[config.mk]
export PLATFORM = sky130hd
export DESIGN_NAME = proc
export DESIGN_NICKNAME = d
export VERILOG_FILES = /design/src/hw/procPkg.sv /design/src/hw/pipeStage.sv /design/src/hw/fetchUnit.sv /design/src/hw/regFile.sv /design/src/hw/decodeControl.sv /design/src/hw/hazardUnit.sv /design/src/hw/forwardUnit.sv /design/src/hw/execAlu.sv /design/src/hw/memAccess.sv /design/src/hw/proc.sv
export SDC_FILE = /design/constraint.sdc
export NUM_CORES = 1
export LEC_CHECK = 0
export BUFFER_PORTS_ARGS = -buffer_cell sky130_fd_sc_hd__buf_2
export CAP_MARGIN = 20
export CORE_MARGIN = 2
export CORE_UTILIZATION = 62
export CTS_CLUSTER_DIAMETER = 100
export DETAILED_ROUTE_END_ITERATION = 12
export HOLD_SLACK_MARGIN = 0.03
export MAX_ROUTING_LAYER = met4
export PLACE_DENSITY = 0.88
export SYNTH_ARGS = -nofsm -noshare
export SYNTH_HDL_FRONTEND = slang
export SYNTH_SLANG_ARGS = --single-unit
[constraint.sdc]
create_clock -name clk -period 6.4 [get_ports clk]
set_clock_uncertainty 0.1 [all_clocks]
set_input_delay 1.28 -clock clk [delete_from_list [all_inputs] [get_ports clk]]
set_output_delay 1.28 -clock clk [all_outputs]
set_load 0.01 [all_outputs]
[src/hw/procPkg.sv]
// ##########################################################
// proc shared definitions: widths, opcodes, function codes
// and the payload carried by each pipeline latch
// ##########################################################
package procPkg;

  localparam int dataW    = 16;
  localparam int regAddrW = 3;
  localparam int numRegs  = 8;

  // opcode lives in instr[15:11]
  // the all-zero word is ADDI r0, r0, 0 so an IF/ID bubble does nothing
  localparam logic [4:0] opAddi = 5'b00000;
  localparam logic [4:0] opHalt = 5'b00001;
  localparam logic [4:0] opBeqz = 5'b01100;
  localparam logic [4:0] opSt   = 5'b10000;
  localparam logic [4:0] opLd   = 5'b10001;
  localparam logic [4:0] opLbi  = 5'b11000;
  localparam logic [4:0] opAlu  = 5'b11011;

  // function field of the ALU format, instr[1:0]
  localparam logic [1:0] fnAdd = 2'b00;
  localparam logic [1:0] fnSub = 2'b01;
  localparam logic [1:0] fnXor = 2'b10;
  localparam logic [1:0] fnAnd = 2'b11;

  typedef enum logic [1:0] {aluAdd, aluSub, aluAnd, aluXor} aluOpT;

  typedef struct packed {
    logic [dataW-1:0] instr;
    logic [dataW-1:0] nextPc;
  } ifIdT;

  typedef struct packed {
    logic [dataW-1:0]    a;
    logic [dataW-1:0]    b;
    logic [dataW-1:0]    imm;
    logic [regAddrW-1:0] rs;
    logic [regAddrW-1:0] rt;
    logic [regAddrW-1:0] dest;
    logic                readsRs;
    logic                readsRt;
    logic                regWrite;
    logic                memRead;
    logic                memWrite;
    logic                useImm;
    logic                isBranch;
    logic                halt;
    logic                illegal;
    aluOpT               aluOp;
    logic [dataW-1:0]    nextPc;
  } idExT;

  typedef struct packed {
    logic [dataW-1:0]    aluResult;
    logic [dataW-1:0]    storeData;  // forwarded rt for ST
    logic [regAddrW-1:0] dest;
    logic                regWrite;
    logic                memRead;
    logic                memWrite;
    logic                halt;
    logic                illegal;
  } exMemT;

  typedef struct packed {
    logic [dataW-1:0]    result;
    logic [regAddrW-1:0] dest;
    logic                regWrite;
    logic                halt;
    logic                illegal;
  } memWbT;

endpackage

[src/hw/pipeStage.sv]
// ##########################################################
// pipeline latch between two stages, generic over payload
// ##########################################################
`timescale 1ns/1ps

module pipeStage #(
  parameter type payloadT = logic
) (
  input  logic    clk,
  input  logic    rst,
  input  logic    en,
  input  logic    flush,
  input  payloadT d,
  output payloadT q
);

  always_ff @(posedge clk) begin
    if (rst) begin
      q <= '0;
    end else if (en) begin
      q <= flush ? payloadT'('0) : d;  // flush only lands when the stage moves
    end
  end

endmodule

[src/hw/fetchUnit.sv]
// ##########################################################
// fetch: PC register, next-PC select, sticky halt and error
// ##########################################################
`timescale 1ns/1ps

module fetchUnit (
  input  logic                      clk,
  input  logic                      rst,
  input  logic                      hold,
  input  logic                      memStall,
  input  logic                      branchTaken,
  input  logic [procPkg::dataW-1:0] branchTarget,
  input  logic                      wbHalt,
  input  logic                      wbIllegal,
  output logic [procPkg::dataW-1:0] pc,
  output logic [procPkg::dataW-1:0] nextPc,
  output logic                      halted,
  output logic                      err
);

  assign nextPc = pc + 16'd2;  // byte addressed, 2-byte instructions

  always_ff @(posedge clk) begin
    if (rst) begin
      pc <= '0;
    end else if (memStall || halted) begin
      pc <= pc;
    end else if (branchTaken) begin
      pc <= branchTarget;
    end else if (!hold) begin
      pc <= nextPc;
    end
  end

  // status bits stay set until reset
  always_ff @(posedge clk) begin
    if (rst) begin
      halted <= 1'b0;
      err    <= 1'b0;
    end else begin
      halted <= halted || wbHalt;
      err    <= err || wbIllegal;
    end
  end

endmodule

[src/hw/regFile.sv]
// ##########################################################
// register file: 8 x 16, two reads, one write, with bypass
// ##########################################################
`timescale 1ns/1ps

module regFile (
  input  logic                         clk,
  input  logic                         rst,
  input  logic [procPkg::regAddrW-1:0] rdAddrA,
  input  logic [procPkg::regAddrW-1:0] rdAddrB,
  input  logic [procPkg::regAddrW-1:0] wrAddr,
  input  logic                         wrEn,
  input  logic [procPkg::dataW-1:0]    wrData,
  output logic [procPkg::dataW-1:0]    rdDataA,
  output logic [procPkg::dataW-1:0]    rdDataB
);

  logic [procPkg::dataW-1:0] regs [procPkg::numRegs];

  always_ff @(posedge clk) begin
    if (rst) begin
      for (int i = 0; i < procPkg::numRegs; i++) begin
        regs[i] <= '0;
      end
    end else if (wrEn) begin
      regs[wrAddr] <= wrData;
    end
  end

  // writeback in the same cycle wins over the stored value
  assign rdDataA = (wrEn && wrAddr == rdAddrA) ? wrData : regs[rdAddrA];
  assign rdDataB = (wrEn && wrAddr == rdAddrB) ? wrData : regs[rdAddrB];

endmodule

[src/hw/decodeControl.sv]
// ##########################################################
// decode: fields, immediates and control flags per opcode
// ##########################################################
`timescale 1ns/1ps

module decodeControl (
  input  logic [procPkg::dataW-1:0]    instr,
  output logic [procPkg::dataW-1:0]    imm,
  output logic [procPkg::regAddrW-1:0] rsAddr,
  output logic [procPkg::regAddrW-1:0] rtAddr,
  output logic [procPkg::regAddrW-1:0] dest,
  output logic                         readsRs,
  output logic                         readsRt,
  output logic                         regWrite,
  output logic                         memRead,
  output logic                         memWrite,
  output logic                         useImm,
  output logic                         isBranch,
  output logic                         halt,
  output logic                         illegal,
  output procPkg::aluOpT               aluOp
);

  logic [4:0]                opcode;
  logic [procPkg::dataW-1:0] imm5;
  logic [procPkg::dataW-1:0] imm8;

  assign opcode = instr[15:11];
  assign rsAddr = instr[10:8];
  assign rtAddr = instr[7:5];
  assign imm5   = {{11{instr[4]}}, instr[4:0]};
  assign imm8   = {{8{instr[7]}}, instr[7:0]};

  always_comb begin
    readsRs  = 1'b0;
    readsRt  = 1'b0;
    regWrite = 1'b0;
    memRead  = 1'b0;
    memWrite = 1'b0;
    useImm   = 1'b0;
    isBranch = 1'b0;
    halt     = 1'b0;
    illegal  = 1'b0;
    dest     = rtAddr;
    imm      = imm5;
    aluOp    = procPkg::aluAdd;
    case (opcode)
      procPkg::opAddi: begin
        readsRs  = 1'b1;
        regWrite = 1'b1;
        useImm   = 1'b1;
      end
      procPkg::opLbi: begin
        regWrite = 1'b1;
        useImm   = 1'b1;
        dest     = rsAddr;  // LBI writes its rs field
        imm      = imm8;
      end
      procPkg::opLd: begin
        readsRs  = 1'b1;
        regWrite = 1'b1;
        memRead  = 1'b1;
        useImm   = 1'b1;
      end
      procPkg::opSt: begin
        readsRs  = 1'b1;
        readsRt  = 1'b1;  // store data
        memWrite = 1'b1;
        useImm   = 1'b1;
      end
      procPkg::opBeqz: begin
        readsRs  = 1'b1;
        isBranch = 1'b1;
        imm      = imm8;
      end
      procPkg::opAlu: begin
        readsRs  = 1'b1;
        readsRt  = 1'b1;
        regWrite = 1'b1;
        dest     = instr[4:2];
        case (instr[1:0])
          procPkg::fnAdd: aluOp = procPkg::aluAdd;
          procPkg::fnSub: aluOp = procPkg::aluSub;
          procPkg::fnAnd: aluOp = procPkg::aluAnd;
          procPkg::fnXor: aluOp = procPkg::aluXor;
        endcase
      end
      procPkg::opHalt: halt = 1'b1;
      default: begin
        halt    = 1'b1;  // unknown opcode stops like HALT
        illegal = 1'b1;
      end
    endcase
  end

endmodule

[src/hw/hazardUnit.sv]
// ##########################################################
// hazard detect: load-use stall and HALT fetch hold
// ##########################################################
`timescale 1ns/1ps

module hazardUnit (
  input  logic [procPkg::regAddrW-1:0] idRs,
  input  logic [procPkg::regAddrW-1:0] idRt,
  input  logic                         idReadsRs,
  input  logic                         idReadsRt,
  input  logic                         idHalt,
  input  logic                         exMemRead,
  input  logic [procPkg::regAddrW-1:0] exDest,
  input  logic                         branchTaken,
  output logic                         hold,
  output logic                         bubbleEx
);

  logic loadUse;

  // load in EX feeding the instruction in ID
  assign loadUse = exMemRead &&
                   ((idReadsRs && idRs == exDest) || (idReadsRt && idRt == exDest));

  // a taken branch flushes ID anyway
  assign hold     = !branchTaken && (loadUse || idHalt);
  assign bubbleEx = !branchTaken && loadUse;

endmodule

[src/hw/forwardUnit.sv]
// ##########################################################
// forwarding: picks EX operands from EX/MEM, MEM/WB or ID/EX
// ##########################################################
`timescale 1ns/1ps

module forwardUnit (
  input  logic [procPkg::regAddrW-1:0] exRs,
  input  logic [procPkg::regAddrW-1:0] exRt,
  input  logic                         exReadsRs,
  input  logic                         exReadsRt,
  input  logic [procPkg::dataW-1:0]    operandA,
  input  logic [procPkg::dataW-1:0]    operandB,
  input  logic [procPkg::regAddrW-1:0] memDest,
  input  logic                         memRegWrite,
  input  logic [procPkg::dataW-1:0]    memResult,
  input  logic [procPkg::regAddrW-1:0] wbDest,
  input  logic                         wbRegWrite,
  input  logic [procPkg::dataW-1:0]    wbResult,
  output logic [procPkg::dataW-1:0]    chosenA,
  output logic [procPkg::dataW-1:0]    chosenB
);

  // youngest producer first
  function automatic logic [procPkg::dataW-1:0] pick(
    input logic [procPkg::regAddrW-1:0] src,
    input logic                         reads,
    input logic [procPkg::dataW-1:0]    latched
  );
    if (reads && memRegWrite && memDest == src) return memResult;
    if (reads && wbRegWrite && wbDest == src) return wbResult;
    return latched;
  endfunction

  assign chosenA = pick(exRs, exReadsRs, operandA);
  assign chosenB = pick(exRt, exReadsRt, operandB);

endmodule

[src/hw/execAlu.sv]
// ##########################################################
// execute: ALU, BEQZ condition and branch target
// ##########################################################
`timescale 1ns/1ps

module execAlu (
  input  procPkg::idExT             idEx,
  output logic [procPkg::dataW-1:0] aluResult,
  output logic [procPkg::dataW-1:0] storeData,
  output logic [procPkg::dataW-1:0] branchTarget,
  output logic                      branchTaken
);

  logic [procPkg::dataW-1:0] opA;
  logic [procPkg::dataW-1:0] opB;

  // LBI reads no rs, so A is zero and the immediate passes through
  assign opA = idEx.readsRs ? idEx.a : '0;
  assign opB = idEx.useImm ? idEx.imm : idEx.b;

  always_comb begin
    case (idEx.aluOp)
      procPkg::aluSub: aluResult = opA - opB;
      procPkg::aluAnd: aluResult = opA & opB;
      procPkg::aluXor: aluResult = opA ^ opB;
      default:         aluResult = opA + opB;  // ADD, ADDI, LBI, address calc
    endcase
  end

  assign storeData    = idEx.b;
  assign branchTaken  = idEx.isBranch && (idEx.a == '0);
  assign branchTarget = idEx.nextPc + idEx.imm;

endmodule

[src/hw/memAccess.sv]
// ##########################################################
// memory stage: four-phase req/ack master to data memory
// ##########################################################
`timescale 1ns/1ps

module memAccess (
  input  logic                      clk,
  input  logic                      rst,
  input  procPkg::exMemT            exMem,
  input  logic                      dmemAck,
  input  logic [procPkg::dataW-1:0] dmemRdata,
  output logic                      dmemReq,
  output logic                      dmemWe,
  output logic [procPkg::dataW-1:0] dmemAddr,
  output logic [procPkg::dataW-1:0] dmemWdata,
  output logic                      memStall,
  output logic [procPkg::dataW-1:0] result
);

  typedef enum logic [1:0] {stIdle, stRequest, stRelease, stDone} stateT;

  stateT                     state;
  stateT                     stateNext;
  logic                      memOp;
  logic [procPkg::dataW-1:0] rdataQ;

  assign memOp = exMem.memRead || exMem.memWrite;

  always_comb begin
    stateNext = state;
    case (state)
      stIdle:    if (memOp) stateNext = stRequest;
      stRequest: if (dmemAck) stateNext = stRelease;
      stRelease: if (!dmemAck) stateNext = stDone;  // ack back low
      default:   stateNext = stIdle;  // done, latches move past the op
    endcase
  end

  always_ff @(posedge clk) begin
    if (rst) begin
      state <= stIdle;
    end else begin
      state <= stateNext;
    end
  end

  // read data valid only while ack is high
  always_ff @(posedge clk) begin
    if (state == stRequest && dmemAck) begin
      rdataQ <= dmemRdata;
    end
  end

  assign dmemReq   = (state == stRequest);
  assign dmemWe    = exMem.memWrite;
  assign dmemAddr  = exMem.aluResult;
  assign dmemWdata = exMem.storeData;  // EX/MEM frozen, so stable under req

  assign memStall = (state == stIdle && memOp) || state == stRequest || state == stRelease;
  assign result   = exMem.memRead ? rdataQ : exMem.aluResult;

endmodule

[src/hw/proc.sv]
// ##########################################################
// proc: 16-bit five-stage pipeline with external memories
// ##########################################################
`timescale 1ns/1ps

module proc (
  input  logic                      clk,
  input  logic                      rst,
  output logic [procPkg::dataW-1:0] imemAddr,
  input  logic [procPkg::dataW-1:0] imemData,
  output logic                      dmemReq,
  output logic                      dmemWe,
  output logic [procPkg::dataW-1:0] dmemAddr,
  output logic [procPkg::dataW-1:0] dmemWdata,
  input  logic                      dmemAck,
  input  logic [procPkg::dataW-1:0] dmemRdata,
  output logic                      halted,
  output logic                      err
);

  procPkg::ifIdT  ifIdD, ifIdQ;
  procPkg::idExT  idExD, idExQ, exIn;
  procPkg::exMemT exMemD, exMemQ;
  procPkg::memWbT memWbD, memWbQ;

  logic [procPkg::dataW-1:0]    nextPc, branchTarget, aluResult, storeData, memResult;
  logic [procPkg::dataW-1:0]    rdDataA, rdDataB, chosenA, chosenB, idImm;
  logic [procPkg::regAddrW-1:0] idRs, idRt, idDest;
  logic idReadsRs, idReadsRt, idRegWrite, idMemRead, idMemWrite;
  logic idUseImm, idIsBranch, idHalt, idIllegal;
  logic hold, bubbleEx, branchTaken, memStall;
  procPkg::aluOpT idAluOp;

  fetchUnit u_fetch (
    .clk(clk), .rst(rst), .hold(hold), .memStall(memStall),
    .branchTaken(branchTaken), .branchTarget(branchTarget),
    .wbHalt(memWbQ.halt), .wbIllegal(memWbQ.illegal),
    .pc(imemAddr), .nextPc(nextPc), .halted(halted), .err(err)
  );

  assign ifIdD = '{instr: imemData, nextPc: nextPc};

  pipeStage #(.payloadT(procPkg::ifIdT)) u_ifId (
    .clk(clk), .rst(rst), .en(!(hold || memStall)), .flush(branchTaken),
    .d(ifIdD), .q(ifIdQ)
  );

  decodeControl u_decode (
    .instr(ifIdQ.instr), .imm(idImm), .rsAddr(idRs), .rtAddr(idRt), .dest(idDest),
    .readsRs(idReadsRs), .readsRt(idReadsRt), .regWrite(idRegWrite),
    .memRead(idMemRead), .memWrite(idMemWrite), .useImm(idUseImm),
    .isBranch(idIsBranch), .halt(idHalt), .illegal(idIllegal), .aluOp(idAluOp)
  );

  // writeback straight from MEM/WB
  regFile u_regFile (
    .clk(clk), .rst(rst), .rdAddrA(idRs), .rdAddrB(idRt),
    .wrAddr(memWbQ.dest), .wrEn(memWbQ.regWrite), .wrData(memWbQ.result),
    .rdDataA(rdDataA), .rdDataB(rdDataB)
  );

  hazardUnit u_hazard (
    .idRs(idRs), .idRt(idRt), .idReadsRs(idReadsRs), .idReadsRt(idReadsRt),
    .idHalt(idHalt), .exMemRead(idExQ.memRead), .exDest(idExQ.dest),
    .branchTaken(branchTaken), .hold(hold), .bubbleEx(bubbleEx)
  );

  assign idExD = '{a: rdDataA, b: rdDataB, imm: idImm, rs: idRs, rt: idRt, dest: idDest,
                   readsRs: idReadsRs, readsRt: idReadsRt, regWrite: idRegWrite,
                   memRead: idMemRead, memWrite: idMemWrite, useImm: idUseImm,
                   isBranch: idIsBranch, halt: idHalt, illegal: idIllegal,
                   aluOp: idAluOp, nextPc: ifIdQ.nextPc};

  pipeStage #(.payloadT(procPkg::idExT)) u_idEx (
    .clk(clk), .rst(rst), .en(!memStall), .flush(bubbleEx || branchTaken),
    .d(idExD), .q(idExQ)
  );

  forwardUnit u_forward (
    .exRs(idExQ.rs), .exRt(idExQ.rt), .exReadsRs(idExQ.readsRs), .exReadsRt(idExQ.readsRt),
    .operandA(idExQ.a), .operandB(idExQ.b),
    .memDest(exMemQ.dest), .memRegWrite(exMemQ.regWrite), .memResult(exMemQ.aluResult),
    .wbDest(memWbQ.dest), .wbRegWrite(memWbQ.regWrite), .wbResult(memWbQ.result),
    .chosenA(chosenA), .chosenB(chosenB)
  );

  // forwarded operands replace the latched ones
  assign exIn = '{a: chosenA, b: chosenB, imm: idExQ.imm, rs: idExQ.rs, rt: idExQ.rt,
                  dest: idExQ.dest, readsRs: idExQ.readsRs, readsRt: idExQ.readsRt,
                  regWrite: idExQ.regWrite, memRead: idExQ.memRead,
                  memWrite: idExQ.memWrite, useImm: idExQ.useImm,
                  isBranch: idExQ.isBranch, halt: idExQ.halt, illegal: idExQ.illegal,
                  aluOp: idExQ.aluOp, nextPc: idExQ.nextPc};

  execAlu u_exec (
    .idEx(exIn), .aluResult(aluResult), .storeData(storeData),
    .branchTarget(branchTarget), .branchTaken(branchTaken)
  );

  assign exMemD = '{aluResult: aluResult, storeData: storeData, dest: idExQ.dest,
                    regWrite: idExQ.regWrite, memRead: idExQ.memRead,
                    memWrite: idExQ.memWrite, halt: idExQ.halt, illegal: idExQ.illegal};

  pipeStage #(.payloadT(procPkg::exMemT)) u_exMem (
    .clk(clk), .rst(rst), .en(!memStall), .flush(1'b0), .d(exMemD), .q(exMemQ)
  );

  memAccess u_mem (
    .clk(clk), .rst(rst), .exMem(exMemQ), .dmemAck(dmemAck), .dmemRdata(dmemRdata),
    .dmemReq(dmemReq), .dmemWe(dmemWe), .dmemAddr(dmemAddr), .dmemWdata(dmemWdata),
    .memStall(memStall), .result(memResult)
  );

  assign memWbD = '{result: memResult, dest: exMemQ.dest, regWrite: exMemQ.regWrite,
                    halt: exMemQ.halt, illegal: exMemQ.illegal};

  pipeStage #(.payloadT(procPkg::memWbT)) u_memWb (
    .clk(clk), .rst(rst), .en(!memStall), .flush(1'b0), .d(memWbD), .q(memWbQ)
  );

endmodule

==> results of run 1 <==
-- tightest hold or removal path, stage by stage, from the launching register on --
cell and delay [ps]:
dfxtp_1 310, nand2_1 50, a21oi_1 50
-- registers in the layout, indices dropped and copies added (netlist names), named ones only --
name / flops
u_exMem.q: 40
u_mem.state: 2
u_mem.rdataQ: 16
u_fetch.halted: 1
u_idEx.q: 76
u_fetch.err: 1
u_memWb.q: 22
u_ifId.q: 32
u_fetch.pc: 16
u_regFile.regs: 128
-- per-layer routing --
metal  up-vias  GRT usage (%)
met5         -              -
li1       6994              -
met4         0           13.6
met1      7444           41.6
met2       920           54.0
met3       188           5.21
-- final cells by class --
class | count | share of cell area (%)
clock buffers | 51 | 4.98
clock inverters | 15 | 0.546
inverters | 36 | 0.655
multi-input cells | 1396 | 47.9
flip-flops and latches | 340 | 40.0
well taps | 396 | 2.40
repair buffers | 123 | 3.52
-- final timing paths --
path | cells after the start | endpoint | from
hold / removal | 2 | u_ifId.q[3] | u_ifId.q[3]
setup reg to reg | 20 | u_exMem.q[39] | u_memWb.q[3]
setup / recovery | 20 | u_exMem.q[39] | u_memWb.q[3]
hold reg to reg | 2 | u_ifId.q[3] | u_ifId.q[3]
-- where the power goes --
| part | internal [W] | switching, W | leakage (nW) |
|---|---|---|---|
| logic | 0.00171 | 0.00251 | 4.49 |
| clock network | 0.00113 | 0.000889 | 0.564 |
| registers | 0.00264 | 0.000604 | 3.07 |
| total | 0.00549 | 0.00400 | 8.12 |
-- Yosys cell counts (5+ instances only) --
master	count	share of area, %
buf_1	10	0.20
buf_4	34	1.3
o211ai_1	19	0.75
nand2_1	162	3.2
and3_1	18	0.59
or2_2	8	0.26
a21oi_1	156	4.1
xnor2_1	40	1.8
a31oi_1	10	0.33
a2bb2oi_1	5	0.23
o211a_1	11	0.58
buf_2	15	0.39
mux2i_1	91	4.8
mux4_2	64	7.6
dfxtp_1	196	21
a221oi_1	5	0.23
nand3b_1	6	0.24
xor2_1	31	1.4
a21o_1	13	0.51
and2_1	142	4.7
nor2_1	213	4.2
o21a_1	10	0.39
nor3_1	26	0.68
a211oi_1	23	0.91
mux2_2	10	0.59
a22o_1	5	0.23
nor4_1	12	0.39
inv_1	36	0.71
nor2b_1	10	0.33
edfxtp_1	144	23
nand2b_1	7	0.23
ha_1	54	3.5
nand3_1	52	1.4
o21ai_0	50	1.3
clkbuf_1	120	2.4
nand4_1	7	0.23
or4_1	5	0.20
a22oi_1	66	2.6
-- kinds of logic after synthesis --
logic type,Yosys count,share of synthesized area [%]
multiplexers,165,12.9
AO/OA/AOI/OAI,416,14.2
adder cells (fa/ha/maj),56,3.75
XOR/XNOR,71,3.26
AND/OR/NAND/NOR,688,17.6
flip-flops,340,43.2
buffers and inverters,216,5.06
-- metrics by stage --
stage	total power, W	instance area [µm²]	setup slack, ps	cells	utilization (%)
floorplan	0.00630	19100	1720	1952	-
global placement	0.00723	19500	1100	2289	64.0
detailed placement	0.00736	19500	866	2290	64.0
CTS	0.00940	20600	832	2356	67.8
global route	0.0100	20600	217	2357	67.8
finish	0.00949	20600	677	2357	67.8
==> impl_metrics.py, run 1 <==
metrics = {
    "run_status": {
        "status": "complete, no violations",
    },
    "detailed_routing": {
        "wl_met2_mm": 25.1,
        "drtIter0Drc": 1803,
        "m1WireLength_mm": 20.4,
        "vias": 15500,
        "viasPerCell": 6.60,
        "wl_mm": 52.9,
        "wl_per_cell_um": 22.4,
        "wl_met3_mm": 5.01,
        "drc_errors": 0,
        "ant_nets": 0,
        "drt_first_pass_iters": 6,
        "highest_layer": "met4",
    },
    "global_routing": {
        "gr-total-overflow": 0,
        "grt_pass1_wl_mm": 83.2,
        "grt_max_degree": 87,
        "grt_use_total_pct": 33.2,
        "antenna_found_initial": 0,
        "grt_pass1_vias": 15300,
    },
    "synthesis": {
        "synth.distinct_cells": 73,
        "ys_seq_area_share_pct": 43.2,
        "yosysWarnings": 0,
        "synth_fp_nets": 2043,
        "synth_cells": 1952,
        "synth_top_flop_cell": "dfxtp_1",
        "synth_edf_count": 144,
        "ys_async_sr_fraction_pct": 0,
        "syn_avg_cell_area_um2": 9.77,
        "synthesis.area_um2": 19100,
        "synth-seq-cells": 340,
    },
    "cells_and_area": {
        "fill_cells": 2246,
        "final_common_cell": "nor2_1",
        "multi_input_area_um2": 9890,
        "nets": 2024,
        "antennaDiodeCount": 0,
        "drive_gt1_share_pct": 14.2,
        "syn_to_final_growth_pct": 8.17,
        "mostFrequentLayoutCells": "nor2_1, dfxtp_1, nand2_1",
        "seqCellArea_um2": 8250,
    },
    "sta": {
        "rsz0062_at_grt": "no",
        "max_slew.worst_pin.slew_ps": 1140,
        "relSlewSlack_pct": 24.0,
        "hold_slack_ps": 351,
        "min_period_over_period_pct": 89.4,
        "setup_violations": 0,
        "hold_viol_final": 0,
        "fin_crit_ps": 5720,
        "drv_slew": 0,
        "tns_ps": 0,
        "fmax_mhz": 175,
    },
    "critical_path": {
        "cp_slowest_cell": "dfxtp_1",
        "crit_fanout": 11,
        "crit_path_max_incr_delay_ps": 640,
        "crit_arrival_ps": 6080,
        "required_ps": 6760,
        "endpoint_kind": "register",
        "critPathLaunchType": "register",
        "rrSetupSlack_ps": 680,
        "path_common_cell": "a21o_1",
        "crit_buf_inv": 1,
        "cp_top_family": "compound AO/OA/AOI/OAI gates",
        "critical_path_class": "reg -> reg",
        "path_cells": "xnor2_1, and4_1, mux2i_1, o21ai_0, mux2_2, inv_1, ha_1, and3_1, a21oi_1, xnor2_1, ha_1, a21o_1, a21o_1, a21o_1, a211oi_1, nor2b_1, o41ai_1, nand2_1, or3_1, a41oi_1",
    },
    "power": {
        "ir_worst_vdd_mv": 0.285,
        "p_per_area_nw_per_um2": 460,
        "leakage_nw": 8.12,
    },
    "cts": {
        "ctsResizeCount": 0,
        "postCtsHoldBufs": 0,
        "postCtsSetupRepairBufs": 0,
        "cts_buffers": 36,
        "htreeDepth": 2,
        "ctsRootBufferMaster": "clkbuf_16",
        "cts.sinks": 340,
        "clock_latency_ps": 540,
        "cts_tree": "done",
        "clk_pin_slew_ps": 60,
        "cts_buffer_depth": 3,
    },
    "placement": {
        "dpl.hpwl_mm": 35.2,
        "gp_congestion": 0.933,
        "numPortBuffers": 86,
    },
    "die": {
        "ios": 87,
        "row_count": 64,
        "core_area_um2": 30400,
        "die_h_um": 179,
        "initial_core_util_pct": 62.7,
        "die_w_um": 179,
        "die_area_um2": 32200,
    },
    "job": {
        "maxCapViolations": 0,
    },
    "hold_path": {
        "hp-class": "reg -> reg",
    },
}
No activity file was read; power rests on OpenSTA's default activity.
==> run 2: changes to the inputs <==
CORE_UTILIZATION = 63   (was 62)
PLACE_DENSITY = 0.89   (was 0.88)
SYNTH_HIERARCHICAL = 1   (was default)
==> run 2 against run 1 <==
Effect of this change:
- die area is 11% higher
- fmax is 6.9% higher
- design area is 10% higher
- sequential share of layout area is 3.5 points lower
- cell count is 6.2% higher
- via count is 4.8% higher
- register-to-register slack better by 370 ps
- clock-buffer cell count is 3 lower
- wire length is 5.6% higher
- largest cell class unchanged
- largest power group unchanged
==> impl_metrics.py, run 2 <==
metrics = {
    "run_status": {
        "status": "complete, no violations",
    },
    "placement": {
        "numPortBuffers": 86,
        "gp_congestion": 1.02,
        "dp_slack_ps": 1110,
        "dpl.hpwl_mm": 36.4,
    },
    "detailed_routing": {
        "vias": 16300,
        "wl_per_cell_um": 22.3,
        "wl_mm": 55.8,
        "drc_errors": 0,
        "drt_first_pass_iters": 5,
        "drtIter0Drc": 1871,
        "ant_nets": 0,
        "viasPerCell": 6.51,
    },
    "sta": {
        "hold_slack_ps": 366,
        "drv_slew": 0,
        "finalWorstSetupSlack_ps": 1050,
        "tns_ps": 0,
        "min_period_over_period_pct": 83.7,
        "max_slew.worst_pin.slew_ps": 1070,
        "rsz0062_at_grt": "no",
        "hold_viol_final": 0,
        "fin_crit_ps": 5350,
        "fmax_mhz": 187,
        "setup_violations": 0,
        "relSlewSlack_pct": 27.9,
    },
    "cells_and_area": {
        "multi_input_area_um2": 11800,
        "antennaDiodeCount": 0,
        "largest-register": "u_regFile/regs",
        "fill_cells": 2404,
        "nets": 2121,
        "post-route-util_pct": 67.6,
        "seqCellArea_um2": 8290,
        "largest_register_ffs": 128,
        "reg_top3": "u_regFile/regs: 128 flops, u_idEx/q: 84 flops, u_exMem/q: 40 flops",
        "drive_gt1_share_pct": 15.7,
        "syn_to_final_growth_pct": 5.21,
        "mostFrequentLayoutCells": "a21oi_1, dfxtp_1, nand2b_1",
        "final_common_cell": "a21oi_1",
    },
    "synthesis": {
        "synth_edf_count": 144,
        "ys_seq_area_share_pct": 38.4,
        "syn_avg_cell_area_um2": 10.4,
        "synthesis.area_um2": 21600,
        "synthMostInstantiatedCell": "a21oi_1",
        "synth_top_flop_cell": "dfxtp_1",
        "synthTopCellsByArea": "edfxtp_1, dfxtp_1, mux4_1, nand3b_1, nand2b_1",
        "synth_cells": 2076,
        "yosysWarnings": 6,
        "synth_top_cell_by_area": "edfxtp_1",
        "synth_top_area_share_pct": 20.0,
        "ys_async_sr_fraction_pct": 0,
        "synthTopCellsByCount": "a21oi_1, dfxtp_1, nand2b_1, nand3b_1, and2_1",
        "synth-seq-cells": 342,
        "synth.distinct_cells": 90,
    },
    "global_routing": {
        "grt_pass1_wl_mm": 86.5,
        "antenna_found_initial": 0,
        "grt_pass1_vias": 15800,
        "grt_max_degree": 197,
        "grt_use_total_pct": 31.7,
        "gr-total-overflow": 0,
    },
    "critical_path": {
        "crit_fanout": 11,
        "required_ps": 6750,
        "cp_top_family": "compound AO/OA/AOI/OAI gates",
        "endpoint_kind": "register",
        "cp_slowest_cell": "nor4_4",
        "crit_buf_inv": 0,
        "path_cells": "xor2_1, nor4_4, mux2i_1, o21ai_0, mux2i_1, ha_1, o2111ai_1, o21ai_0, xor2_1, ha_1, a21o_1, o21bai_1, nor3_1, a21oi_1, o31a_1, o31ai_2, nand3b_1, a21oi_1",
        "crit_arrival_ps": 5710,
        "critical_path_class": "reg -> reg",
        "critPathLaunchType": "register",
        "crit_path_max_incr_delay_ps": 950,
    },
    "cts": {
        "clk_pin_slew_ps": 60,
        "cts.sinks": 342,
        "ctsRootBufferMaster": "clkbuf_16",
        "postCtsHoldBufs": 0,
        "cts_buffer_depth": 3,
        "htreeDepth": 2,
        "cts_tree": "done",
        "cts_buffers": 37,
        "clock_latency_ps": 530,
        "ctsResizeCount": 0,
        "postCtsSetupRepairBufs": 0,
    },
    "die": {
        "initial_core_util_pct": 64.2,
        "row_count": 67,
        "die_area_um2": 35800,
        "die_w_um": 189,
        "core_area_um2": 33600,
        "die_h_um": 189,
        "ios": 87,
    },
    "power": {
        "p_per_area_nw_per_um2": 387,
        "ir_worst_vdd_mv": 0.328,
        "leakage_nw": 8.55,
    },
    "hold_path": {
        "hp-class": "reg -> reg",
    },
    "job": {
        "maxCapViolations": 0,
    },
}
run 2: per-layer routing:
layer / track usage (%) / vias up / routed length (µm)
met3: 5.28 / 198 / 4560
met4: 14.3 / 0 / 2560
met1: 40.4 / 7861 / 22800
li1: - / 7345 / -
met5: - / - / 0
met2: 49.7 / 884 / 26000
run 2: where the power goes:
part	switching, W	leakage, nW	internal [W]	total, W
combinational	0.00206	4.88	0.00165	0.00371
clock	0.000890	0.592	0.00128	0.00217
sequential	0.000363	3.08	0.00254	0.00291
run 2: final cells by class:
class / count / share of cell area, %
multi-input combinational: 1493 / 51.9
sequential: 342 / 36.5
clock buffer: 48 / 4.44
timing repair buffer: 118 / 3.17
tap: 448 / 2.47
clock inverter: 16 / 0.904
inverter: 37 / 0.634
run 2: metrics by stage:
| step | area [µm²] | instances | power (W) |
|---|---|---|---|
| after detailed placement | 21400 | 2434 | 0.00650 |
| after floorplan | 21600 | 2083 | 0.00595 |
| after CTS | 22600 | 2498 | 0.00869 |
| after global routing | 22700 | 2502 | 0.00921 |
| final | 22700 | 2502 | 0.00878 |
| after global placement | 21400 | 2434 | 0.00641 |
run 2: kinds of logic after synthesis:
family,after synthesis,share of synthesized area (%)
DFF,342,38.4
AOI/OAI and AO/OA,387,10.7
and+or+nand+nor,763,22.1
other,1,0.0174
buffers and inverters,248,7.27
adders and majority gates,58,3.43
xor gates and xnor gates,72,3.03
muxes,205,15.0
run 2: worst paths after layout:
check	slack, ps	end	depth (start not counted)	from
hold / removal	370	u_fetch/halted	2	u_memWb/q[1]
hold reg to reg	370	u_fetch/halted	2	u_memWb/q[1]
setup / recovery	1050	u_exMem/q[39]	18	u_memWb/q[3]
setup reg to reg	1050	u_exMem/q[39]	18	u_memWb/q[3]
run 2: worst min-delay path, delay by kind of cell, from the launching register on:
family,cells,cell delay (ps)
flip-flops,1,310
AND/OR/NAND/NOR,2,120
